File: src/hdl/ringPkg.sv
package ringPkg;

	// ring slot fields
	typedef logic [15:0]  seqT;         // high byte is the node id
	typedef logic [15:0]  opmT;         // low byte is the opcode
	typedef logic [47:0]  ringAddrT;
	typedef logic [127:0] ringDataT;

	// mmio bus fields
	typedef logic [31:0]  mmioAddrT;
	typedef logic [63:0]  mmioDataT;

	localparam logic [7:0] opmIdle = 8'h00;
	localparam logic [7:0] opmLdsl = 8'h82;    // load long
	localparam logic [7:0] opmLdsq = 8'h83;    // load quad
	localparam logic [7:0] opmStsl = 8'h92;    // store long
	localparam logic [7:0] opmStsq = 8'h93;    // store quad

	// every response opcode carries 01 in bits 7:6
	localparam logic [7:0] opmOkld = 8'h60;

	typedef enum logic [4:0]
	{
		mmioReady = 5'h00,
		mmioRdQ   = 5'h01,
		mmioRdL   = 5'h02,
		mmioWrQ   = 5'h05,
		mmioWrL   = 5'h06
	} mmioOpT;

	typedef enum logic [1:0]
	{
		okReady = 2'b00,
		okOk    = 2'b01,
		okHold  = 2'b10
	} mmioOkT;

endpackage

File: src/hdl/ringSlotIf.sv
interface ringSlotIf;
	import ringPkg::*;

	seqT      seq;     // sequence tag
	opmT      opm;     // operation mode
	ringAddrT addr;
	ringDataT data;

	modport sender
	(
		output seq,
		output opm,
		output addr,
		output data
	);

	modport receiver
	(
		input seq,
		input opm,
		input addr,
		input data
	);

endinterface

File: src/hdl/mmioBusIf.sv
interface mmioBusIf;
	import ringPkg::*;

	mmioAddrT addr;
	mmioOpT   opm;
	mmioDataT outData;     // master to device
	mmioDataT inData;      // device to master
	mmioOkT   ok;

	modport master
	(
		output addr,
		output opm,
		output outData,
		input  inData,
		input  ok
	);

	modport device
	(
		input  addr,
		input  opm,
		input  outData,
		output inData,
		output ok
	);

endinterface

File: src/hdl/ringMmioBridge.sv
module ringMmioBridge #(
	parameter logic [7:0] bridgeNodeId = 8'h02
) (
	input logic         clock,
	input logic         reset,
	ringSlotIf.receiver ringIn,
	ringSlotIf.sender   ringOut,
	mmioBusIf.master    mmio
);
	import ringPkg::*;

	logic [7:0] inOpc;
	logic       inIsIdle;
	logic       inIsMmio;
	logic       inIsRsp;
	mmioOpT     inOp;

	logic       takeReq;
	logic       sendRsp;
	logic       dropRsp;
	logic       freeReq;

	// captured request
	seqT        reqSeq;
	opmT        reqOpm;
	ringAddrT   reqAddr;
	mmioDataT   reqData;
	mmioOpT     reqOp;
	logic       reqLive;

	logic       respDone;
	logic       respSent;
	mmioDataT   respData;

	mmioAddrT   mmioAddr1;
	mmioAddrT   mmioAddr2;
	mmioDataT   mmioData1;
	mmioDataT   mmioData2;
	mmioOpT     mmioOpm1;
	mmioOpT     mmioOpm2;
	mmioDataT   inDataQ;
	mmioOkT     okQ;

	seqT        nxtSeq;
	opmT        nxtOpm;
	ringAddrT   nxtAddr;
	ringDataT   nxtData;

	assign inOpc = ringIn.opm[7:0];
	assign inIsIdle = (inOpc == opmIdle);
	assign inIsRsp = (ringIn.opm[7:6] == 2'b01);

	always_comb
	begin
		inOp = mmioReady;
		case (inOpc)
			opmLdsq: inOp = mmioRdQ;
			opmLdsl: inOp = mmioRdL;
			opmStsq: inOp = mmioWrQ;
			opmStsl: inOp = mmioWrL;
			default: inOp = mmioReady;
		endcase
	end

	assign inIsMmio = (inOp != mmioReady);
	assign takeReq = inIsMmio && !reqLive;
	assign sendRsp = inIsIdle && respDone && !respSent;
	assign dropRsp = inIsRsp && (ringIn.seq[15:8] == bridgeNodeId);    // nothing to deliver here
	assign freeReq = respSent && (okQ == okReady);

	always_ff @(posedge clock)
	begin
		if (takeReq)
		begin
			reqSeq  <= ringIn.seq;
			reqOpm  <= ringIn.opm;
			reqAddr <= ringIn.addr;
			reqData <= ringIn.data[63:0];
			reqOp   <= inOp;
		end
		if (okQ == okOk && !respDone)
			respData <= (reqOp == mmioWrQ || reqOp == mmioWrL) ? '0 : inDataQ;
	end

	always_ff @(posedge clock)
	begin
		if (reset)
		begin
			reqLive  <= 1'b0;
			respDone <= 1'b0;
			respSent <= 1'b0;
		end
		else
		begin
			if (takeReq)
				reqLive <= 1'b1;
			if (okQ == okOk && reqLive)
				respDone <= 1'b1;
			if (sendRsp)
				respSent <= 1'b1;
			if (freeReq)
			begin
				reqLive  <= 1'b0;
				respDone <= 1'b0;
				respSent <= 1'b0;
			end
		end
	end

	// two output stages toward the bus, ok seen one cycle late
	always_ff @(posedge clock)
	begin
		if (reset)
		begin
			mmioOpm1 <= mmioReady;
			mmioOpm2 <= mmioReady;
			okQ      <= okReady;
		end
		else
		begin
			mmioOpm2 <= mmioOpm1;
			okQ      <= mmio.ok;
			if (okQ == okOk || respDone)
				mmioOpm1 <= mmioReady;
			else if (okQ == okReady && reqLive)
				mmioOpm1 <= reqOp;
		end
	end

	always_ff @(posedge clock)
	begin
		inDataQ   <= mmio.inData;
		mmioAddr2 <= mmioAddr1;
		mmioData2 <= mmioData1;
		if (okQ == okReady && reqLive && !respDone)
		begin
			mmioAddr1 <= reqAddr[31:0];
			mmioData1 <= reqData;
		end
	end

	assign mmio.addr    = mmioAddr2;
	assign mmio.opm     = mmioOpm2;
	assign mmio.outData = mmioData2;

	always_comb
	begin
		nxtSeq  = ringIn.seq;
		nxtOpm  = ringIn.opm;
		nxtAddr = ringIn.addr;
		nxtData = ringIn.data;
		if (takeReq || dropRsp)
		begin
			nxtSeq  = '0;
			nxtOpm  = {8'h00, opmIdle};
			nxtAddr = '0;
			nxtData = '0;
		end
		else if (sendRsp)
		begin
			nxtSeq  = reqSeq;
			nxtOpm  = {reqOpm[15:8], opmOkld};
			nxtAddr = reqAddr;
			nxtData = {64'h0, respData};
		end
	end

	always_ff @(posedge clock)
	begin
		if (reset)
			ringOut.opm <= {8'h00, opmIdle};
		else
			ringOut.opm <= nxtOpm;
	end

	always_ff @(posedge clock)
	begin
		ringOut.seq  <= nxtSeq;
		ringOut.addr <= nxtAddr;
		ringOut.data <= nxtData;
	end

endmodule

File: src/hdl/ringRequester.sv
module ringRequester #(
	parameter logic [7:0] nodeId = 8'h01
) (
	input  logic              clock,
	input  logic              reset,
	input  logic              reqStrobe,
	input  logic              reqWrite,
	input  logic              reqLong,
	input  ringPkg::ringAddrT reqAddr,
	input  ringPkg::mmioDataT reqData,
	output logic              reqBusy,
	output logic              rspValid,
	output ringPkg::seqT      rspSeq,
	output ringPkg::mmioDataT rspData,
	ringSlotIf.receiver       ringIn,
	ringSlotIf.sender         ringOut
);
	import ringPkg::*;

	// two slots on the ring, one is kept free for the bridge response
	localparam int maxInFlight = 2;

	logic       accept;
	logic       inject;
	logic       ownRsp;
	logic [7:0] seqCount;
	logic [1:0] inFlight;

	seqT        pendSeq;
	opmT        pendOpm;
	ringAddrT   pendAddr;
	mmioDataT   pendData;

	seqT        nxtSeq;
	opmT        nxtOpm;
	ringAddrT   nxtAddr;
	ringDataT   nxtData;

	assign accept = reqStrobe && !reqBusy;
	assign inject = reqBusy && (ringIn.opm[7:0] == opmIdle) && (inFlight < 2'(maxInFlight));
	assign ownRsp = (ringIn.opm[7:6] == 2'b01) && (ringIn.seq[15:8] == nodeId);

	always_ff @(posedge clock)
	begin
		if (reset)
		begin
			reqBusy  <= 1'b0;
			rspValid <= 1'b0;
			seqCount <= '0;
			inFlight <= '0;
			ringOut.opm <= {8'h00, opmIdle};
		end
		else
		begin
			rspValid <= ownRsp;
			ringOut.opm <= nxtOpm;
			if (accept)
			begin
				reqBusy  <= 1'b1;
				seqCount <= seqCount + 8'd1;
			end
			else if (inject)
				reqBusy <= 1'b0;
			if (inject)
				inFlight <= inFlight + 2'd1;
			else if (ownRsp)
				inFlight <= inFlight - 2'd1;
		end
	end

	always_ff @(posedge clock)
	begin
		if (accept)
		begin
			pendSeq  <= {nodeId, seqCount};
			pendOpm  <= {8'h00, reqWrite ? (reqLong ? opmStsl : opmStsq)
				: (reqLong ? opmLdsl : opmLdsq)};
			pendAddr <= reqAddr;
			pendData <= reqData;
		end
		if (ownRsp)
		begin
			rspSeq  <= ringIn.seq;
			rspData <= ringIn.data[63:0];
		end
		ringOut.seq  <= nxtSeq;
		ringOut.addr <= nxtAddr;
		ringOut.data <= nxtData;
	end

	always_comb
	begin
		nxtSeq  = ringIn.seq;    // everything else goes around again
		nxtOpm  = ringIn.opm;
		nxtAddr = ringIn.addr;
		nxtData = ringIn.data;
		if (inject)
		begin
			nxtSeq  = pendSeq;
			nxtOpm  = pendOpm;
			nxtAddr = pendAddr;
			nxtData = {64'h0, pendData};
		end
		else if (ownRsp)
		begin
			nxtSeq  = '0;
			nxtOpm  = {8'h00, opmIdle};
			nxtAddr = '0;
			nxtData = '0;
		end
	end

endmodule

File: src/hdl/mmioRegBlock.sv
module mmioRegBlock #(
	parameter int                waitCycles = 3,
	parameter ringPkg::mmioAddrT regBase    = 32'h0000_0000
) (
	input logic      clock,
	input logic      reset,
	mmioBusIf.device mmio
);
	import ringPkg::*;

	mmioDataT   regs [16];
	mmioAddrT   regOffset;
	logic [3:0] regIdx;
	logic [7:0] waitCount;
	logic       startOp;
	logic       finishOp;
	mmioOkT     okState;

	assign regOffset = mmio.addr - regBase;
	assign regIdx = regOffset[6:3];    // one quad per register

	assign startOp = (okState == okReady) && (mmio.opm != mmioReady);
	assign finishOp = (startOp && waitCycles == 0) ||
		((okState == okHold) && (waitCount <= 8'd1));

	always_ff @(posedge clock)
	begin
		if (reset)
		begin
			okState   <= okReady;
			waitCount <= '0;
			for (int i = 0; i < 16; i++)
				regs[i] <= '0;
		end
		else
		begin
			case (okState)
				okReady:
				begin
					if (startOp)
					begin
						waitCount <= 8'(waitCycles);
						okState   <= (waitCycles == 0) ? okOk : okHold;
					end
				end
				okHold:
				begin
					waitCount <= waitCount - 8'd1;
					if (waitCount <= 8'd1)
						okState <= okOk;
				end
				default:
				begin
					if (mmio.opm == mmioReady)    // master has seen ok
						okState <= okReady;
				end
			endcase
			if (finishOp && mmio.opm == mmioWrQ)
				regs[regIdx] <= mmio.outData;
			if (finishOp && mmio.opm == mmioWrL)
				regs[regIdx][31:0] <= mmio.outData[31:0];    // high half kept
		end
	end

	always_ff @(posedge clock)
	begin
		if (finishOp)
		begin
			case (mmio.opm)
				mmioRdQ: mmio.inData <= regs[regIdx];
				mmioRdL: mmio.inData <= {32'h0, regs[regIdx][31:0]};
				default: mmio.inData <= '0;
			endcase
		end
	end

	assign mmio.ok = okState;

endmodule

File: src/hdl/ringMmioTop.sv
module ringMmioTop #(
	parameter logic [7:0]        requesterId = 8'h01,
	parameter logic [7:0]        bridgeId    = 8'h02,
	parameter int                waitCycles  = 3,
	parameter ringPkg::mmioAddrT regBase     = 32'h0000_0000
) (
	input  logic              clock,
	input  logic              reset,
	input  logic              reqStrobe,
	input  logic              reqWrite,
	input  logic              reqLong,
	input  ringPkg::ringAddrT reqAddr,
	input  ringPkg::mmioDataT reqData,
	output logic              reqBusy,
	output logic              rspValid,
	output ringPkg::seqT      rspSeq,
	output ringPkg::mmioDataT rspData
);

	ringSlotIf ringA();    // requester to bridge
	ringSlotIf ringB();    // bridge back to requester
	mmioBusIf  mmioBus();

	ringRequester #(
		.nodeId(requesterId)
	) i_requester (
		.clock(clock),
		.reset(reset),
		.reqStrobe(reqStrobe),
		.reqWrite(reqWrite),
		.reqLong(reqLong),
		.reqAddr(reqAddr),
		.reqData(reqData),
		.reqBusy(reqBusy),
		.rspValid(rspValid),
		.rspSeq(rspSeq),
		.rspData(rspData),
		.ringIn(ringB.receiver),
		.ringOut(ringA.sender)
	);

	ringMmioBridge #(
		.bridgeNodeId(bridgeId)
	) i_bridge (
		.clock(clock),
		.reset(reset),
		.ringIn(ringA.receiver),
		.ringOut(ringB.sender),
		.mmio(mmioBus.master)
	);

	mmioRegBlock #(
		.waitCycles(waitCycles),
		.regBase(regBase)
	) i_regBlock (
		.clock(clock),
		.reset(reset),
		.mmio(mmioBus.device)
	);

endmodule

File: config.mk
export PLATFORM = sky130hd
export DESIGN_NAME = ringMmioTop
export DESIGN_NICKNAME = d
export VERILOG_FILES = /design/src/hdl/ringPkg.sv /design/src/hdl/ringSlotIf.sv /design/src/hdl/mmioBusIf.sv /design/src/hdl/ringMmioBridge.sv /design/src/hdl/ringRequester.sv /design/src/hdl/mmioRegBlock.sv /design/src/hdl/ringMmioTop.sv
export SDC_FILE = /design/constraint.sdc
export NUM_CORES = 2
export LEC_CHECK = 0
export BUFFER_PORTS_ARGS = -buffer_cell sky130_fd_sc_hd__buf_4
export CORE_MARGIN = 2
export CORE_UTILIZATION = 30
export DETAILED_ROUTE_END_ITERATION = 16
export PLACE_DENSITY_LB_ADDON = 0.1
export SLEW_MARGIN = 20
export SYNTH_ARGS = -nofsm -noshare
export SYNTH_HDL_FRONTEND = slang
export SYNTH_SLANG_ARGS = --single-unit
File: constraint.sdc
create_clock -name clock -period 4.8 [get_ports clock]
set_input_delay 0.48 -clock clock [delete_from_list [all_inputs] [get_ports clock]]
set_output_delay 0.48 -clock clock [all_outputs]
set_load 0.01 [all_outputs]
Word level (Yosys, flattened, before mapping)
Memory sizes are Yosys's and may differ from the RTL's. A register that Yosys moved wholly into a read port is not among the register bits. Index checks and enable logic that the tools add are counted.

Add/sub/neg operators: 4. Magnitude comparators: 2. Equal/unequal tests: 18. Muxes and demuxes: 39. Bitwise operators: 1. Reduce and logical (&&, ||, !) cells: 44.

Operator list (count): $mux W64 (4); $mux W48 (3); $pmux W64 S2 (1); $reduce_or A64 Y1 (1); $mux W8 (5); $eq A8 B8 Y1 const B (4); $mux W16 (2); $mux W32 (1); $eq A5 B3 Y1 const B (4); $logic_and A1 B1 Y1 (17); $logic_not A8 Y1 (2); $pmux W8 S2 (1); $mux W1 (12); $mux W2 (6); $pmux W3 S4 (1); $reduce_bool A5 Y1 (2); $mux W9 (1); $add A8 B1 Y8 const B (1); $eq A8 B1 Y1 const B (1); $eq A8 B2 Y1 const B (1); $le A8 B1 Y1 const B (1); $reduce_or A2 Y1 (4); $sub A8 B1 Y8 const B (1); $eq A2 B1 Y1 const B (3); 20 further kinds (29).

Register bits: 1016. Memory bits (writable): 1024. Input bits: 117. Output and inout bits: 82. Logic and storage cells: 151. Memories: 1.

Memory list: i_regBlock.regs (words 16, width 64, read ports 1, clocked after Yosys merged registers in 1, wr ports 16, RTL line mmioRegBlock.sv:11) `mmioDataT regs [16];`.

Longest topological paths before layout
Depth after elaboration: 9. Gate-level depth with buffers: 9. Depth with buffers taken out: 6.

Hierarchy
From an unflattened synthesis, not the netlist that was laid out.

Cells, all modules: 5342. Area, all modules: 83294.9 um2.

Modules (own cells, without submodules): mmioRegBlock (times used 1, cells each 3178, area an instance 49095.8 um2, seq. area each 32871.5 um2); ringMmioBridge (times used 1, cells each 1429, area an instance 21488.1 um2, seq. area each 16565.9 um2); ringRequester (times used 1, cells each 735, area an instance 12710.9 um2, seq. area each 10470.0 um2).

Worst setup path before layout
OpenSTA, ideal clock, no wires.

Path type: reg-to-reg. From: register i_bridge.okQ[0]. To: register i_bridge.respData[0] (enable). Library setup time: 0.565 ns. Arrival: 4.749 ns. Data required time: 4.235 ns. Path slack: -0.513 ns. Stages on the path, launching flop included: 3. Buffers on the path: 0. Period minus slack after synthesis: 5.313 ns. Cells stage by stage: dfxtp_1 inv_1 nor3_1.

Word-level cells in the longest chain between the ends: 2.

RTL lines: from (decl) (RTL line ringMmioBridge.sv:42) `mmioOkT okQ;`; from (signal assigned) (RTL line ringMmioBridge.sv:117) `okQ <= okReady;`; from (signal assigned) (RTL line ringMmioBridge.sv:122) `okQ <= mmio.ok;`; $eq A2 B1 Y1 (RTL line ringMmioBridge.sv:81) `if (okQ == okOk && !respDone)`; $logic_and A1 B1 Y1 (RTL line ringMmioBridge.sv:81); to (signal assigned) (RTL line ringMmioBridge.sv:82) `respData <= (reqOp == mmioWrQ || reqOp == mmioWrL) ? '0 : inDataQ;`; to (decl) (RTL line ringMmioBridge.sv:33) `mmioDataT respData;`.

No other way between the ends. A chain may end at the register's enable or synchronous reset.

==> results.sh <==
export IMPL_power_density_mw_per_mm2=438
export IMPL_synthesis_area_per_instance_um2=15.1
export IMPL_design_portCount=199
export IMPL_max_vdd_ir_drop_v=0.000293
export IMPL_clkTransAtPathRegs_ns=0.06
export IMPL_min_period_ns=3.72
export IMPL_reg2regPathDepth=6
export IMPL_remaining_drc_errors=0
export IMPL_chipWidth_um=479
export IMPL_tightest_slew_ns=0.991
export IMPL_syn2layout_area_growth_pct=18.2
export IMPL_clock_sinks=1814
export IMPL_clk_latency_worst_skew_pair_ns=0.84
export IMPL_timing_hold_worst_start="reset"
export IMPL_crit_family="simple AND/OR/NAND/NOR gates"
export IMPL_detail_route_antenna_nets=0
export IMPL_rr_startpoint="i_regBlock.waitCount[2]"
export IMPL_power_total_uw=35000
export IMPL_cells_traversed_along_the_worst_timing_path="or4_4, nor4_4, buf_4, and2_1, a31o_2, buf_4"
export IMPL_number_of_global_route_vias_before_repair=40209
export IMPL_final_cell_area_mm2=0.0800
export IMPL_worst_endpoint_required_ns=5.29
export IMPL_fmax_ghz=0.269
export IMPL_timing_max_slew_rel_slack_pct=33.8
export IMPL_finalMaxSlewViolations=0
export IMPL_total_leakage_power_uw=0.0269
export IMPL_dp_slack_ns=0.997
export IMPL_clock_tree_buffer_depth=3
export IMPL_critical_r2r_capture="i_regBlock.regs[12][19]"
export IMPL_die_h_um=479
export IMPL_yosysMostFrequentCell="edfxtp_1"
export IMPL_fin_worst_skew_ns=0.0458
export IMPL_synth_edf_count=1465
export IMPL_r2r_slack_ns=1.08
export IMPL_cap_viol_max_count=0
export IMPL_grtUsageTotal_pct=17.4
export IMPL_routedWlPerCell_um=25.4
export IMPL_synth_flop_cell="edfxtp_1"
export IMPL_post_synth_num_cell_types=47
export IMPL_timing_hold_worst_path_depth=2
export IMPL_grt_antenna_before_repair=4
export IMPL_worst_setup_path_start_kind="flip-flop"
export IMPL_min_period_over_period_pct=77.5
export IMPL_yosys_area_top_type="edfxtp_1"
export IMPL_place_congestion=0.711
export IMPL_min_path_type="in2reg"
export IMPL_setup_ws_post_layout_ns=1.08
export IMPL_syn_nets=4600
export IMPL_global_route_overflow_total=0
export IMPL_rsz0062_at_grt="no"
export IMPL_core_area_mm2=0.224
export IMPL_post_cts_repair_setup_buffers=0
export IMPL_die_area_mm2=0.229
export IMPL_number_of_placement_rows=174
export IMPL_post_synth_top_area_fraction_pct=65.0
export IMPL_critPathMostFrequentCell="buf_4"
export IMPL_timing_setup_tns_ns=0
export IMPL_num_nets_final=4821
export IMPL_ctsHtreeMaxLevel=4
export IMPL_cts_tree="yes"
export IMPL_post_synth_most_frequent_cells="edfxtp_1 (1465), nor2_1 (1070), nand2_1 (498), dfxtp_1 (349), mux4_2 (256)"
export IMPL_synth_sequential_area_ratio_pct=75.3
export IMPL_root_buffer="clkbuf_16"
export IMPL_detailedRoute_firstPassIterationCount=7
export IMPL_num_vias=37933
export IMPL_cp_max_fo=16
export IMPL_ratio_of_cells_with_drive_above_1_in_the_final_layout_pct=18.1
export IMPL_count_of_input_and_output_buffers=154
export IMPL_dr_first_iter_drc_count=3218
export IMPL_syn_instance_count=4480
export IMPL_cts_buffers=195
export IMPL_yosys_warnings=0
export IMPL_postRouteWirelength_um=200000
export IMPL_postSynthRegisterBits=1814
export IMPL_critPathCaptureType="flip-flop"
export IMPL_crit_slowest_cell="a31o_2"
export IMPL_worst_hold_path_endpoint="i_requester.rspValid"
export IMPL_nFillCells=21507
export IMPL_grt_max_degree=129
export IMPL_timing_final_hold_violations=0
export IMPL_first_pass_grt_wire_length_um=289000
export IMPL_place_area_mm2=0.0728
export IMPL_ys_top_cells_by_area="edfxtp_1 (65%), dfxtp_1 (10%), mux4_2 (8.5%)"
export IMPL_asyncSetResetFlopFracSynth_pct=0
export IMPL_finalHoldWorstSlack_ns=0.219
export IMPL_timing_final_setup_violations=0
export IMPL_worstPathArrival_ns=4.21
export IMPL_mappedNetlistArea_mm2=0.0677
export IMPL_setup_worst_path_class="reg2reg"
export IMPL_critPathBufInv=2
export IMPL_outcome="complete, no violations"
export IMPL_slowest_delay_ns=0.61
export IMPL_start_util_pct=30.2
export IMPL_drt_vias_per_instance=4.82
export IMPL_detailedPlacementHpwl_um=107000
logic make-up after synthesis:
family / after synthesis / share of synthesized area [%]
AOI/OAI and AO/OA: 349 / 3.61
xor gates and xnor gates: 11 / 0.142
adders and majority gates: 3 / 0.0555
buffers and inverters: 310 / 1.99
DFF: 1814 / 75.3
muxes: 263 / 8.63
and+or+nand+nor: 1730 / 10.3
registers in the layout, indices dropped and copies added, names as in the netlist, 8 cells and up:
register and cells:
i_regBlock.waitCount 8, i_bridge.mmio.outData 64, i_regBlock.regs 1024, i_requester.pendSeq 8, i_regBlock.mmio.inData 64, i_bridge.respData 64
i_bridge.ringOut.opm 8, i_bridge.reqData 64, i_bridge.mmioData1 64, i_requester.seqCount 8, i_bridge.ringOut.data 64, i_requester.ringOut.opm 8
i_requester.ringOut.data 64, i_bridge.ringOut.seq 16, i_requester.ringOut.seq 16, i_requester.rspSeq 16, i_requester.pendData 64, i_bridge.reqSeq 16
i_bridge.inDataQ 64, i_requester.rspData 64
cells in the final DEF, fill, tap and decap left out, types with 4 or more instances in the layout:
cell / instances
inv_1: 10
nor2_4: 6
bufinv_16: 14
mux2_2: 5
a31o_2: 13
buf_12: 29
inv_16: 4
dfxtp_1: 346
dlygate4sd3_1: 70
nor3_1: 11
a22o_1: 76
and3_1: 8
buf_4: 223
clkbuf_8: 30
clkinv_2: 43
nor3b_1: 4
o21ai_0: 8
nand3_1: 6
o21ai_4: 17
mux4_2: 256
nand4_1: 11
nor2_1: 1064
nor2b_1: 11
edfxtp_1: 1465
clkbuf_16: 196
a21oi_1: 95
a22oi_1: 129
nand2_1: 497
nand3_4: 5
and2_1: 74
xor2_1: 8
clkinv_8: 5
clkinv_1: 22
clkbuf_1: 48
clkinv_16: 5
routing by layer:
metal	vias to the layer above	wire length, um	track usage [%]
met3	287	9270	2.65
met4	0	4540	4.47
met5	-	0	0
li1	16828	-	-
met2	950	97500	29.0
met1	19868	88800	23.7
worst register-to-register path, cell delays in order, from the launching register on:
cell and delay (ns):
dfxtp_1 0.37, or4_4 0.58, nor4_4 0.56, buf_4 0.46
and2_1 0.36, a31o_2 0.61, buf_4 0.43
stage by stage:
stage          util (%)  cells
3_3_place_gp       32.4   7426
4_1_cts            35.7   7866
3_5_place_dp       32.4   7426
5_1_grt            35.7   7867
2_1_floorplan         -   4480
6_report           35.7   7867
how the worst max path moves through the flow:
stage / end / from / cells past startpoint / slack, ns
6_report: i_regBlock.regs[12][19] / i_regBlock.waitCount[2] / 6 / 1.08
5_1_grt: i_regBlock.regs[12][24] / i_regBlock.waitCount[2] / 6 / 0.86
4_1_cts: i_regBlock.regs[14][18] / i_regBlock.waitCount[2] / 6 / 0.96
3_5_place_dp: i_regBlock.regs[14][18] / i_regBlock.waitCount[2] / 6 / 1.0
3_3_place_gp: i_regBlock.regs[12][19] / i_regBlock.waitCount[2] / 6 / 1.10
2_1_floorplan: i_regBlock.regs[1][0] / i_regBlock.waitCount[2] / 6 / -0.07
report_power, final:
group | switching, uW | internal, uW
registers | 423 | 17900
clock network | 6510 | 8800
logic | 797 | 576
total | 7730 | 27300
timing repair:
| item | CTS | global route |
|---|---|---|
| resized for setup | 0 | 0 |
| hold buffers | 70 | 0 |
| endpoints found under the hold margin | 70 | 0 |
area by class of cell:
cell class	count	area [um^2]	area share [%]
well taps	2992	3740	4.68
flip-flops and latches	1814	51000	63.7
clock inverters	96	1060	1.32
multi-input cells	2356	15700	19.7
clock buffers	274	5500	6.87
inverters	12	47.5	0.0594
repair buffers	322	2960	3.69
diodes	1	2.50	0.00313
Power figures use the tool's default switching activity.
